### src/design/letter_f.mem
// 8 rows top to bottom, 8 columns each, leftmost digit is column 0
11111110
11111110
11000000
11111100
11111100
11000000
11000000
00000000

### src/design/sprite_pkg.sv
// ****************************************
// 640x480 at one pixel per clk_pix, blanking kept in the totals
// sprite bitmap path is relative to the run directory
// ****************************************
package sprite_pkg;
    localparam int cordw = 16;  // signed screen coordinate width

    // active area
    localparam int h_res = 640;
    localparam int v_res = 480;

    // horizontal blanking, in pixels
    localparam int h_fp   = 16;
    localparam int h_sync = 96;
    localparam int h_bp   = 48;
    localparam int h_total = h_res + h_fp + h_sync + h_bp;  // 800

    // vertical blanking, in lines
    localparam int v_fp   = 10;
    localparam int v_sync = 2;
    localparam int v_bp   = 33;
    localparam int v_total = v_res + v_fp + v_sync + v_bp;  // 525

    // sprite geometry
    localparam int spr_w     = 8;
    localparam int spr_h     = 8;
    localparam int spr_scale = 4;  // 32x32 on screen
    localparam int spr_cw    = $clog2(spr_w);      // column index width
    localparam int spr_rw    = $clog2(spr_h);      // row index width
    localparam int spr_sw    = $clog2(spr_scale);  // scale counter width
    localparam string spr_file = "/design/src/design/letter_f.mem";

    // sprite engine states
    localparam logic [2:0] spr_idle  = 3'd0;
    localparam logic [2:0] spr_setup = 3'd1;  // fetch bitmap row
    localparam logic [2:0] spr_wait  = 3'd2;  // wait for x position
    localparam logic [2:0] spr_draw  = 3'd3;
    localparam logic [2:0] spr_done  = 3'd4;  // hold until next line

    // paint colours, 4 bits per channel, r in the top nibble
    localparam logic [11:0] col_spr = 12'hFC0;  // yellow
    localparam logic [11:0] col_bg  = 12'h137;  // blue
endpackage

### src/design/display_timing_if.sv
// ****************************************
// plain levels and pulses, no handshake
// one pixel per clk_pix
// ****************************************
`timescale 1ns/1ps

interface display_timing_if;
    import sprite_pkg::*;

    logic signed [cordw-1:0] sx;  // horizontal position, 0..799
    logic signed [cordw-1:0] sy;  // vertical position, 0..524
    logic de;     // high in active area
    logic frame;  // one cycle at (0,0)
    logic line;   // one cycle at sx 0

    // timing generator side
    modport src (output sx, sy, de, frame, line);

    // consumers: sprite engine, painting
    modport snk (input sx, sy, de, frame, line);
endinterface

### src/design/display_timing.sv
// ****************************************
// no hsync or vsync, only coordinates, de and pulses
// all outputs low until the first clock after reset release
// ****************************************
`timescale 1ns/1ps

module display_timing (
    input  logic          clk_pix,
    input  logic          arst_n,
    display_timing_if.src tim
);
    import sprite_pkg::*;

    logic signed [cordw-1:0] sx_q;  // pixel counter
    logic signed [cordw-1:0] sy_q;  // line counter
    logic started;                  // first clock after reset seen
    logic sx_end;
    logic sy_end;

    assign sx_end = (sx_q == cordw'(h_total - 1));  // last pixel of a line
    assign sy_end = (sy_q == cordw'(v_total - 1));  // last line of a frame

    always_ff @(posedge clk_pix or negedge arst_n) begin
        if (!arst_n) begin
            sx_q    <= '0;
            sy_q    <= '0;
            started <= 1'b0;
        end else if (!started) begin
            started <= 1'b1;  // hold (0,0) one cycle, that cycle is the frame pulse
        end else if (sx_end) begin
            sx_q <= '0;
            if (sy_end) begin
                sy_q <= '0;
            end else begin
                sy_q <= sy_q + cordw'(1);
            end
        end else begin
            sx_q <= sx_q + cordw'(1);
        end
    end

    // counters straight out
    assign tim.sx = sx_q;
    assign tim.sy = sy_q;

    // levels and pulses, held low before the generator runs
    assign tim.de    = started && (sx_q < cordw'(h_res)) && (sy_q < cordw'(v_res));
    assign tim.line  = started && (sx_q == '0);
    assign tim.frame = started && (sx_q == '0) && (sy_q == '0);
endmodule

### src/design/sprite_rom.sv
// ****************************************
// 8x8 one-bit sprite scaled by 4 with pix and drawing aligned to sx/sy
// x up to 607 and y up to 447 keep the sprite on screen
// leftmost file digit is bitmap column 0
// ****************************************
`timescale 1ns/1ps

module sprite_rom (
    input  logic                           clk_pix,
    input  logic                           arst_n,
    display_timing_if.snk                  tim,
    input  logic signed [sprite_pkg::cordw-1:0] sprx,
    input  logic signed [sprite_pkg::cordw-1:0] spry,
    output logic                           pix,
    output logic                           drawing
);
    import sprite_pkg::*;

    logic [0:spr_w-1] bmp [spr_h];  // index 0 = leftmost digit in the file
    logic [0:spr_w-1] row_r;        // bitmap row for the coming line

    logic signed [cordw-1:0] pos_x;  // position held for the frame
    logic signed [cordw-1:0] pos_y;
    logic signed [cordw-1:0] ny;     // line being prepared
    logic signed [cordw-1:0] wx;     // sx two before the left edge
    logic [2:0]        state;
    logic [spr_cw-1:0] col;     // bitmap column
    logic [spr_sw-1:0] cnt_x;   // horizontal repeat
    logic [spr_rw-1:0] row_y;   // bitmap row
    logic [spr_sw-1:0] cnt_y;   // vertical repeat
    logic setup_pt;
    logic frame_pt;
    logic in_rows;
    logic col_last;
    logic cnt_x_last;
    logic cnt_y_last;

    initial $readmemb(spr_file, bmp);

    // line setup 4 pixels before the line starts
    assign setup_pt = (tim.sx == cordw'(h_total - 4));
    assign frame_pt = setup_pt && (tim.sy == cordw'(v_total - 1));  // ahead of frame 0

    always_comb begin
        if (tim.sy == cordw'(v_total - 1)) begin
            ny = '0;  // wraps into the next frame
        end else begin
            ny = tim.sy + cordw'(1);
        end
        in_rows = (ny >= pos_y) && (ny < pos_y + cordw'(spr_h * spr_scale));
        // starts two pixels early and may fall in the previous line
        if (pos_x < cordw'(2)) begin
            wx = pos_x + cordw'(h_total - 2);
        end else begin
            wx = pos_x - cordw'(2);
        end
    end

    assign col_last   = (col == spr_cw'(spr_w - 1));
    assign cnt_x_last = (cnt_x == spr_sw'(spr_scale - 1));
    assign cnt_y_last = (cnt_y == spr_sw'(spr_scale - 1));

    // position only moves between frames
    always_ff @(posedge clk_pix or negedge arst_n) begin
        if (!arst_n) begin
            pos_x <= '0;
            pos_y <= '0;
        end else if (frame_pt || tim.frame) begin  // frame pulse also covers first frame
            pos_x <= sprx;
            pos_y <= spry;
        end
    end

    always_ff @(posedge clk_pix) begin
        if (state == spr_setup) begin
            row_r <= bmp[row_y];  // row_y before its advance
        end
    end

    always_ff @(posedge clk_pix or negedge arst_n) begin
        if (!arst_n) begin
            state   <= spr_idle;
            col     <= '0;
            cnt_x   <= '0;
            row_y   <= '0;
            cnt_y   <= '0;
            pix     <= 1'b0;
            drawing <= 1'b0;
        end else begin
            case (state)
                spr_setup: begin
                    pix     <= 1'b0;
                    drawing <= 1'b0;
                    if (in_rows) begin
                        state <= spr_wait;
                        if (cnt_y_last) begin  // row shown 4 times so step on
                            cnt_y <= '0;
                            row_y <= row_y + 1'b1;
                        end else begin
                            cnt_y <= cnt_y + 1'b1;
                        end
                    end else begin
                        state <= spr_idle;
                        row_y <= '0;  // ready for the top row next time
                        cnt_y <= '0;
                    end
                end
                spr_wait: begin
                    if (tim.sx == wx) begin
                        state <= spr_draw;
                        col   <= '0;
                        cnt_x <= '0;
                    end
                end
                spr_draw: begin
                    pix     <= row_r[col];  // shows one cycle later on its own sx
                    drawing <= 1'b1;
                    if (cnt_x_last) begin
                        cnt_x <= '0;
                        col   <= col + 1'b1;
                        if (col_last) begin
                            state <= spr_done;
                        end
                    end else begin
                        cnt_x <= cnt_x + 1'b1;
                    end
                end
                spr_done: begin
                    pix     <= 1'b0;
                    drawing <= 1'b0;  // held until the next setup point
                end
                default: ;  // idle until setup point
            endcase
            if (setup_pt) begin
                state <= spr_setup;  // every line whether or not the sprite is on it
            end
        end
    end
endmodule

### src/design/sprite_top.sv
// ****************************************
// yellow sprite over blue, SDL outputs one cycle after sx/sy
// position sampled once per frame
// ****************************************
`timescale 1ns/1ps

module sprite_top (
    input  logic                                clk_pix,
    input  logic                                arst_n,
    input  logic signed [sprite_pkg::cordw-1:0] sprx,
    input  logic signed [sprite_pkg::cordw-1:0] spry,
    output logic signed [sprite_pkg::cordw-1:0] sdl_sx,
    output logic signed [sprite_pkg::cordw-1:0] sdl_sy,
    output logic                                sdl_de,
    output logic                                sdl_frame,
    output logic [7:0]                          sdl_r,
    output logic [7:0]                          sdl_g,
    output logic [7:0]                          sdl_b
);
    import sprite_pkg::*;

    logic pix;
    logic drawing;
    logic [11:0] paint;  // 4-bit r, g, b

    display_timing_if tim ();

    display_timing timing_i (
        .clk_pix,
        .arst_n,
        .tim (tim)
    );

    sprite_rom sprite_i (
        .clk_pix,
        .arst_n,
        .tim (tim),
        .sprx,
        .spry,
        .pix,
        .drawing
    );

    // drawing alone is the box, pix the set bits inside it
    assign paint = (drawing && pix) ? col_spr : col_bg;

    always_ff @(posedge clk_pix or negedge arst_n) begin
        if (!arst_n) begin
            sdl_sx    <= '0;
            sdl_sy    <= '0;
            sdl_de    <= 1'b0;
            sdl_frame <= 1'b0;
            sdl_r     <= '0;
            sdl_g     <= '0;
            sdl_b     <= '0;
        end else begin
            sdl_sx    <= tim.sx;
            sdl_sy    <= tim.sy;
            sdl_de    <= tim.de;
            sdl_frame <= tim.frame;
            sdl_r     <= {2{paint[11:8]}};  // nibble repeated, F -> FF
            sdl_g     <= {2{paint[7:4]}};
            sdl_b     <= {2{paint[3:0]}};
        end
    end
endmodule

### config.mk
export PLATFORM = sky130hd
export DESIGN_NAME = sprite_top
export DESIGN_NICKNAME = d
export VERILOG_FILES = /design/src/design/sprite_pkg.sv /design/src/design/display_timing_if.sv /design/src/design/display_timing.sv /design/src/design/sprite_rom.sv /design/src/design/sprite_top.sv
export SDC_FILE = /design/constraint.sdc
export NUM_CORES = 1
export LEC_CHECK = 0
export BUFFER_PORTS_ARGS = -buffer_cell sky130_fd_sc_hd__buf_2
export CORE_UTILIZATION = 45
export DETAILED_ROUTE_END_ITERATION = 7
export PLACE_DENSITY = 0.75
export SETUP_SLACK_MARGIN = 0.02
export SLEW_MARGIN = 20
export SYNTH_ARGS = -nofsm -noshare
export SYNTH_HDL_FRONTEND = slang
export SYNTH_HIERARCHICAL = 1
export SYNTH_SLANG_ARGS = --single-unit
### constraint.sdc
create_clock -name clk_pix -period 4.1 [get_ports clk_pix]
set_clock_uncertainty 0.2 [all_clocks]
set_input_delay 0.615 -clock clk_pix [delete_from_list [all_inputs] [get_ports clk_pix]]
set_output_delay 0.615 -clock clk_pix [all_outputs]
set_load 0.005 [all_outputs]
# After elaboration in Yosys (flattened, before gate mapping)
# Cells that the tools add are included.
[classes] addsub=7 order_cmp=6 n_eq_ne=15 muxes=21 n_bitwise=1 reduce_logical=18
[ops] operator="$eq A16 B11 Y1 const B" count=3
[ops] operator="$mux W16" count=3
[ops] operator="$add A16 B2 Y16 const B" count=2
[ops] operator="$logic_not A16 Y1" count=2
[ops] operator="$mux W3" count=6
[ops] operator="$add A16 B11 Y16 const B" count=1
[ops] operator="$add A16 B7 Y16 const B" count=1
[ops] operator="$eq A16 B16 Y1" count=1
[ops] operator="$ge A16 B16 Y1" count=1
[ops] operator="$lt A16 B10 Y1 const B" count=1
[ops] operator="$lt A16 B11 Y1 const B" count=1
[ops] operator="$lt A16 B16 Y1" count=1
[ops] operator="$lt A16 B3 Y1 const B" count=1
[ops] operator="$sub A16 B3 Y16 const B" count=1
[ops] operator="$mux W12" count=1
[ops] operator="$ne A3 B1 Y1 const B" count=3
[ops] operator="$pmux W3 S3" count=1
[ops] operator="$logic_and A1 B1 Y1" count=7
[ops] operator="$eq A3 B2 Y1 const B" count=2
[ops] operator="$eq A3 B3 Y1 const B" count=2
[ops] operator="$mux W2" count=3
[ops] operator="$pmux W3 S2" count=1
[ops] operator="$ge A4 B4 Y1 const B" count=1
[ops] operator="$ne A2 B1 Y1 const B" count=2
[ops] operator="16 further kinds" count=20
[totals] regBits=141 input_bits=34 out_inout_bits=58 elab_cells=86

# Logic depth before layout (Yosys ltp)
[depth] ltp_word=7 depth_mapped=15 ltp_nobuf=14

# By module
# The synthesis kept the hierarchy.
[modules_own_cells] mod="sprite_rom" instances=1 cells_per_inst=391 area_per_inst_um2=3572.2 seq_area_each_um2=1026.0
[modules_own_cells] mod="display_timing" instances=1 cells_per_inst=176 area_per_inst_um2=1766.7 seq_area_each_um2=825.8
[modules_own_cells] mod="sprite_top" instances=1 cells_per_inst=62 area_per_inst_um2=1101.1 seq_area_each_um2=925.9

# Worst setup path before layout
# No wires, ideal clock.
[synth_timing] path_kind="register -> register" start="register timing_i.sy_q[6] (netlist: timing_i/tim.sy[6])" end="register sprite_i.state[1]" setup_ns=0.099 t_arrival_ns=2.902 t_required_ns=3.801 path_slack_ns=0.899 stages_incl_launch_ff=12 n_path_buf=0 period_less_slack_ns=3.201 cell_sequence="dfrtp_1 -> and4_1 -> and2_1 -> and4_1 -> and4_1 -> xor2_1 -> ha_1 -> and4_1 -> nand3_1 -> o211a_1 -> or4_1 -> a311oi_1"
[synth_between] elab_chain_cells=7 word_cells_on_any_way=9 classes_between="add/sub: 1; order compare: 2; eq/ne: 1; mux: 4; reduce/logical: 1"
[synth_lines] element="start: declaration" line="display_timing.sv:15" rtl="logic signed [cordw-1:0] sy_q;"
[synth_lines] element="start signal: assignment" line="display_timing.sv:35" rtl="sy_q <= sy_q + cordw'(1);"
[synth_lines] element="$add A16 B2 Y16 or $eq A16 B11 Y1 (tied branches)" line="sprite_rom.sv:48, sprite_rom.sv:45"
[synth_lines] element="$mux W16 *" line="sprite_rom.sv:45" rtl="if (tim.sy == cordw'(v_total - 1)) begin"
[synth_lines] element="$ge A16 B16 Y1 or $lt A16 B16 Y1 (tied branches)" line="sprite_rom.sv:50" rtl="in_rows = (ny >= pos_y) && (ny < pos_y + cordw'(spr_h * spr_scale));"
[synth_lines] element="$logic_and A1 B1 Y1 *" line="sprite_rom.sv:50"
[synth_lines] element="$mux W2 *" line="sprite_rom.sv:94" rtl="if (in_rows) begin"
[synth_lines] element="$pmux W3 S3 *" line="sprite_rom.sv:90" rtl="case (state)"
[synth_lines] element="$mux W3 *" line="sprite_rom.sv:134" rtl="if (setup_pt) begin"
[synth_lines] element="end signal: assignment" line="sprite_rom.sv:95" rtl="state <= spr_wait;"
[synth_lines] element="end signal: assignment" line="sprite_rom.sv:103" rtl="state <= spr_idle;"
[synth_lines] element="end signal: assignment" line="sprite_rom.sv:135" rtl="state <= spr_setup;"
[synth_lines] element="end: declaration" line="sprite_rom.sv:26" rtl="logic [2:0] state;"
# Every way passes the cells marked *; elsewhere a longest branch is shown, timed or not.
# A chain may end at the register's enable or synchronous reset.

# Final worst setup path
# Ends and elaborated chain as after synthesis.

==> impl_metrics.csv <==
group,metric,value,unit
global_routing,grt_pass1_vias,4743,
place,io_buffers,89,
logic_synthesis,synth_warnings,6,
timing,min_period_over_period,85.8,%
clock_network,tritoncts,"yes",
timing,final.setup.tns,0,ps
timing,fmax,284,MHz
setup_path,cp_slowest_stage_delay,580,ps
clock_network,path_clk_slew,80,ps
setup_path,path_cells,"and4_1 -> and2_1 -> and4_1 -> and4_1 -> xor2_1 -> ha_1 -> and4_1 -> nand3_1 -> o211a_1 -> or4_1 -> a311oi_1",
logic_synthesis,syn_area,6440,um^2
detailed_routing,drtIter0Drc,319,
final_layout,n_antenna_cell,0,
final_layout,final_common_cell,"dfrtp_1",
power_and_ir_drop,ir_drop,0.362,mV
setup_path,worst-setup-path-type,"reg2reg",
timing,rsz0062_at_grt,"false",
timing,hold_viol,0,
floorplan,core,13900,um^2
setup_path,slowest_stage,"dfrtp_1",
setup_path,crit_path_start,"timing_i/tim.sy[6]",
outcome,status,"complete, no violations",
logic_synthesis,syn_inst,629,
setup_path,crit_family,"simple AND/OR/NAND/NOR gates",
floorplan,die_w,122,um
global_routing,grt_max_degree,66,
clock_network,numCtsBuffers,9,
logic_synthesis,async_reset_ff_share,100,%
clock_network,cts.sinks,111,
place,post-place-cells,864,
logic_synthesis,synth_ff_type,"dfrtp_1",
clock_network,cts_root_buf,"clkbuf_16",
run,cap_violations,0,
power_and_ir_drop,power,3.73,mW
setup_path,r2r_end,"sprite_i/state[1]",
power_and_ir_drop,power_density,515,nW/um^2
setup_path,worst-path-buf-inv,0,
floorplan,start_util,46.2,%
floorplan,fp-row-count,43,
clock_network,cts_hold_buffers,0,
final_layout,layout-drive-gt1-share,22.4,%
global_routing,antenna_found_initial,0,
final_layout,final_cell_mix,"dfrtp_1 (111), buf_2 (88), xnor2_1 (45), nand3_1 (39), mux2_2 (35)",
setup_path,setup.worst_path.end_class,"flip-flop",
detailed_routing,avgRoutedWirePerCell,16.3,um
final_layout,final_cells,881,
global_routing,grt_pass1_wl,23400,um
final_layout,final_nets,764,
clock_network,cts_resized,0,
place,hpwlAfterDp,10600,um
setup_path,reg2reg_slack,580,ps
detailed_routing,drc,0,
logic_synthesis,synth_seq_cells,111,
clock_network,clkLatencyLatePin,370,ps
timing,relSlewSlack,42.7,%
logic_synthesis,synth_cell_types,65,
final_layout,utilization,52.0,%
detailed_routing,ant_nets,0,
timing,setup_viol,0,
worst_hold_path,hold_class,"in2async",
setup_path,required,4180,ps
floorplan,die_h,122,um
detailed_routing,viasPerCell,5.54,
floorplan,io_pins,92,
setup_path,r2r_cells,11,
setup_path,path_max_fanout,13,
timing,fin_crit,3520,ps
logic_synthesis,synth_edf_count,0,
power_and_ir_drop,p_leak,3.42,nW
setup_path,critical_path_arrival,3590,ps
global_routing,gr-total-overflow,0,
global_routing,grtUsageTotal,20.5,%
timing,final.setup.worst_slack,583,ps
detailed_routing,wl,14300,um
setup_path,endpoint,"sprite_i/state[1]",
final_layout,fin_area,7240,um^2
setup_path,cp_common_cell,"and4_1",
clock_network,cts_setup_buffers,0,
logic_synthesis,yosysSeqAreaShare,43.1,%
setup_path,timing.rr.start,"timing_i/tim.sy[6]",
setup_path,path_depth,11,
place,gp_congestion,0.879,
timing,drv_slew,0,
place,placed_area,6910,um^2
clock_network,htreeDepth,3,
logic_synthesis,avgSynthCellArea,10.2,um^2
setup_path,startpoint_type,"flip-flop",
timing,worst_hold_slack,145,ps
floorplan,dieArea,14800,um^2
clock_network,clock_path_buffers,2,
timing,worst_slew_pin_slew,848,ps
place,pre_cts_slack,600,ps
final_layout,syn_to_final_growth,12.5,%
detailed_routing,vias,4885,
detailed_routing,drt_pass1_iterations,4,
[power breakdown]
part	internal [mW]	switching, mW	leakage, nW
combinational	0.600	0.593	1.83
clock	0.484	0.409	0.146
sequential	1.30	0.337	1.45
total	2.39	1.34	3.42
[synthesized netlist by cell type, drive strengths merged, types with 12 or more instances]
master  instances  share of area [%]
and3           16                1.6
ha             34                6.6
xor2           24                3.3
and4           12                1.6
clkbuf         14               0.82
nand2          34                2.0
a21oi          20                1.6
mux2           35                6.1
buf            27                3.2
dfrtp         111                 43
nor3           21                1.6
nor4           24                2.8
xnor2          45                6.1
o21ai          14                1.1
inv            29                1.7
nor2           27                1.6
nand3          39                3.0
nand4          13                1.3
[registers in the layout, indices dropped and copies added (netlist names)]
register	count
sprite_i/cnt_x	2
timing_i/tim.sy	16
sprite_i/drawing	1
sdl_de	1
timing_i/started	1
sprite_i/col	3
sdl_g	1
sdl_sx	16
sdl_sy	16
sdl_frame	1
sprite_i/state	3
sprite_i/pos_y	16
sdl_r	2
sprite_i/pos_x	16
timing_i/tim.sx	16
[worst reg2reg max path: stages, from the launching register on]
cell and delay [ps]:
dfrtp_1 580, and4_1 300, and2_1 200, and4_1 240, and4_1 210, xor2_1 230
ha_1 230, and4_1 270, nand3_1 90, o211a_1 230, or4_1 390, a311oi_1 260
[per-layer routing]
layer	wire [um]	vias up	share of wire, %	track usage (%)
li1	-	2379	-	-
met1	6270	2354	44	25.7
met2	7180	135	50	35.0
met3	668	17	4.7	4.45
met4	225	0	1.6	6.94
met5	0	-	0	0
[worst min-delay path by stage]
stage | cells after the start | to | startpoint | slack (ps)
2_1_floorplan | 0 | sdl_de | arst_n | 120
3_3_place_gp | 1 | sprite_i/pos_y[3] | sprite_i/pos_y[3] | 290
3_5_place_dp | 1 | sprite_i/pos_y[3] | sprite_i/pos_y[3] | 300
4_1_cts | 1 | timing_i/tim.sx[2] | arst_n | 170
5_1_grt | 1 | sdl_sx[11] | arst_n | 200
6_report | 1 | sdl_r[4] | arst_n | 140
[kinds of logic (layout without fill, tap and decap cells)]
logic type | after synthesis | in the layout | share of synthesized area, %
other | 4 | 5 | 0.233
AND/OR/NAND/NOR | 227 | 227 | 20.3
adder cells (fa/ha/maj) | 37 | 37 | 7.07
multiplexers | 36 | 36 | 6.28
buffers and inverters | 70 | 141 | 5.75
flip-flops | 111 | 111 | 43.1
AO/OA/AOI/OAI | 75 | 75 | 7.81
XOR/XNOR | 69 | 69 | 9.38
[area by class of cell]
type / count / area, um^2
clock buffer: 10 / 229
clock inverter: 6 / 75.1
fill: 1258 / 6690
inverter: 29 / 109
multi-input combinational: 449 / 3310
sequential: 111 / 2780
tap: 180 / 225
timing repair buffer: 96 / 520
(Power assumes the default switching activity.)
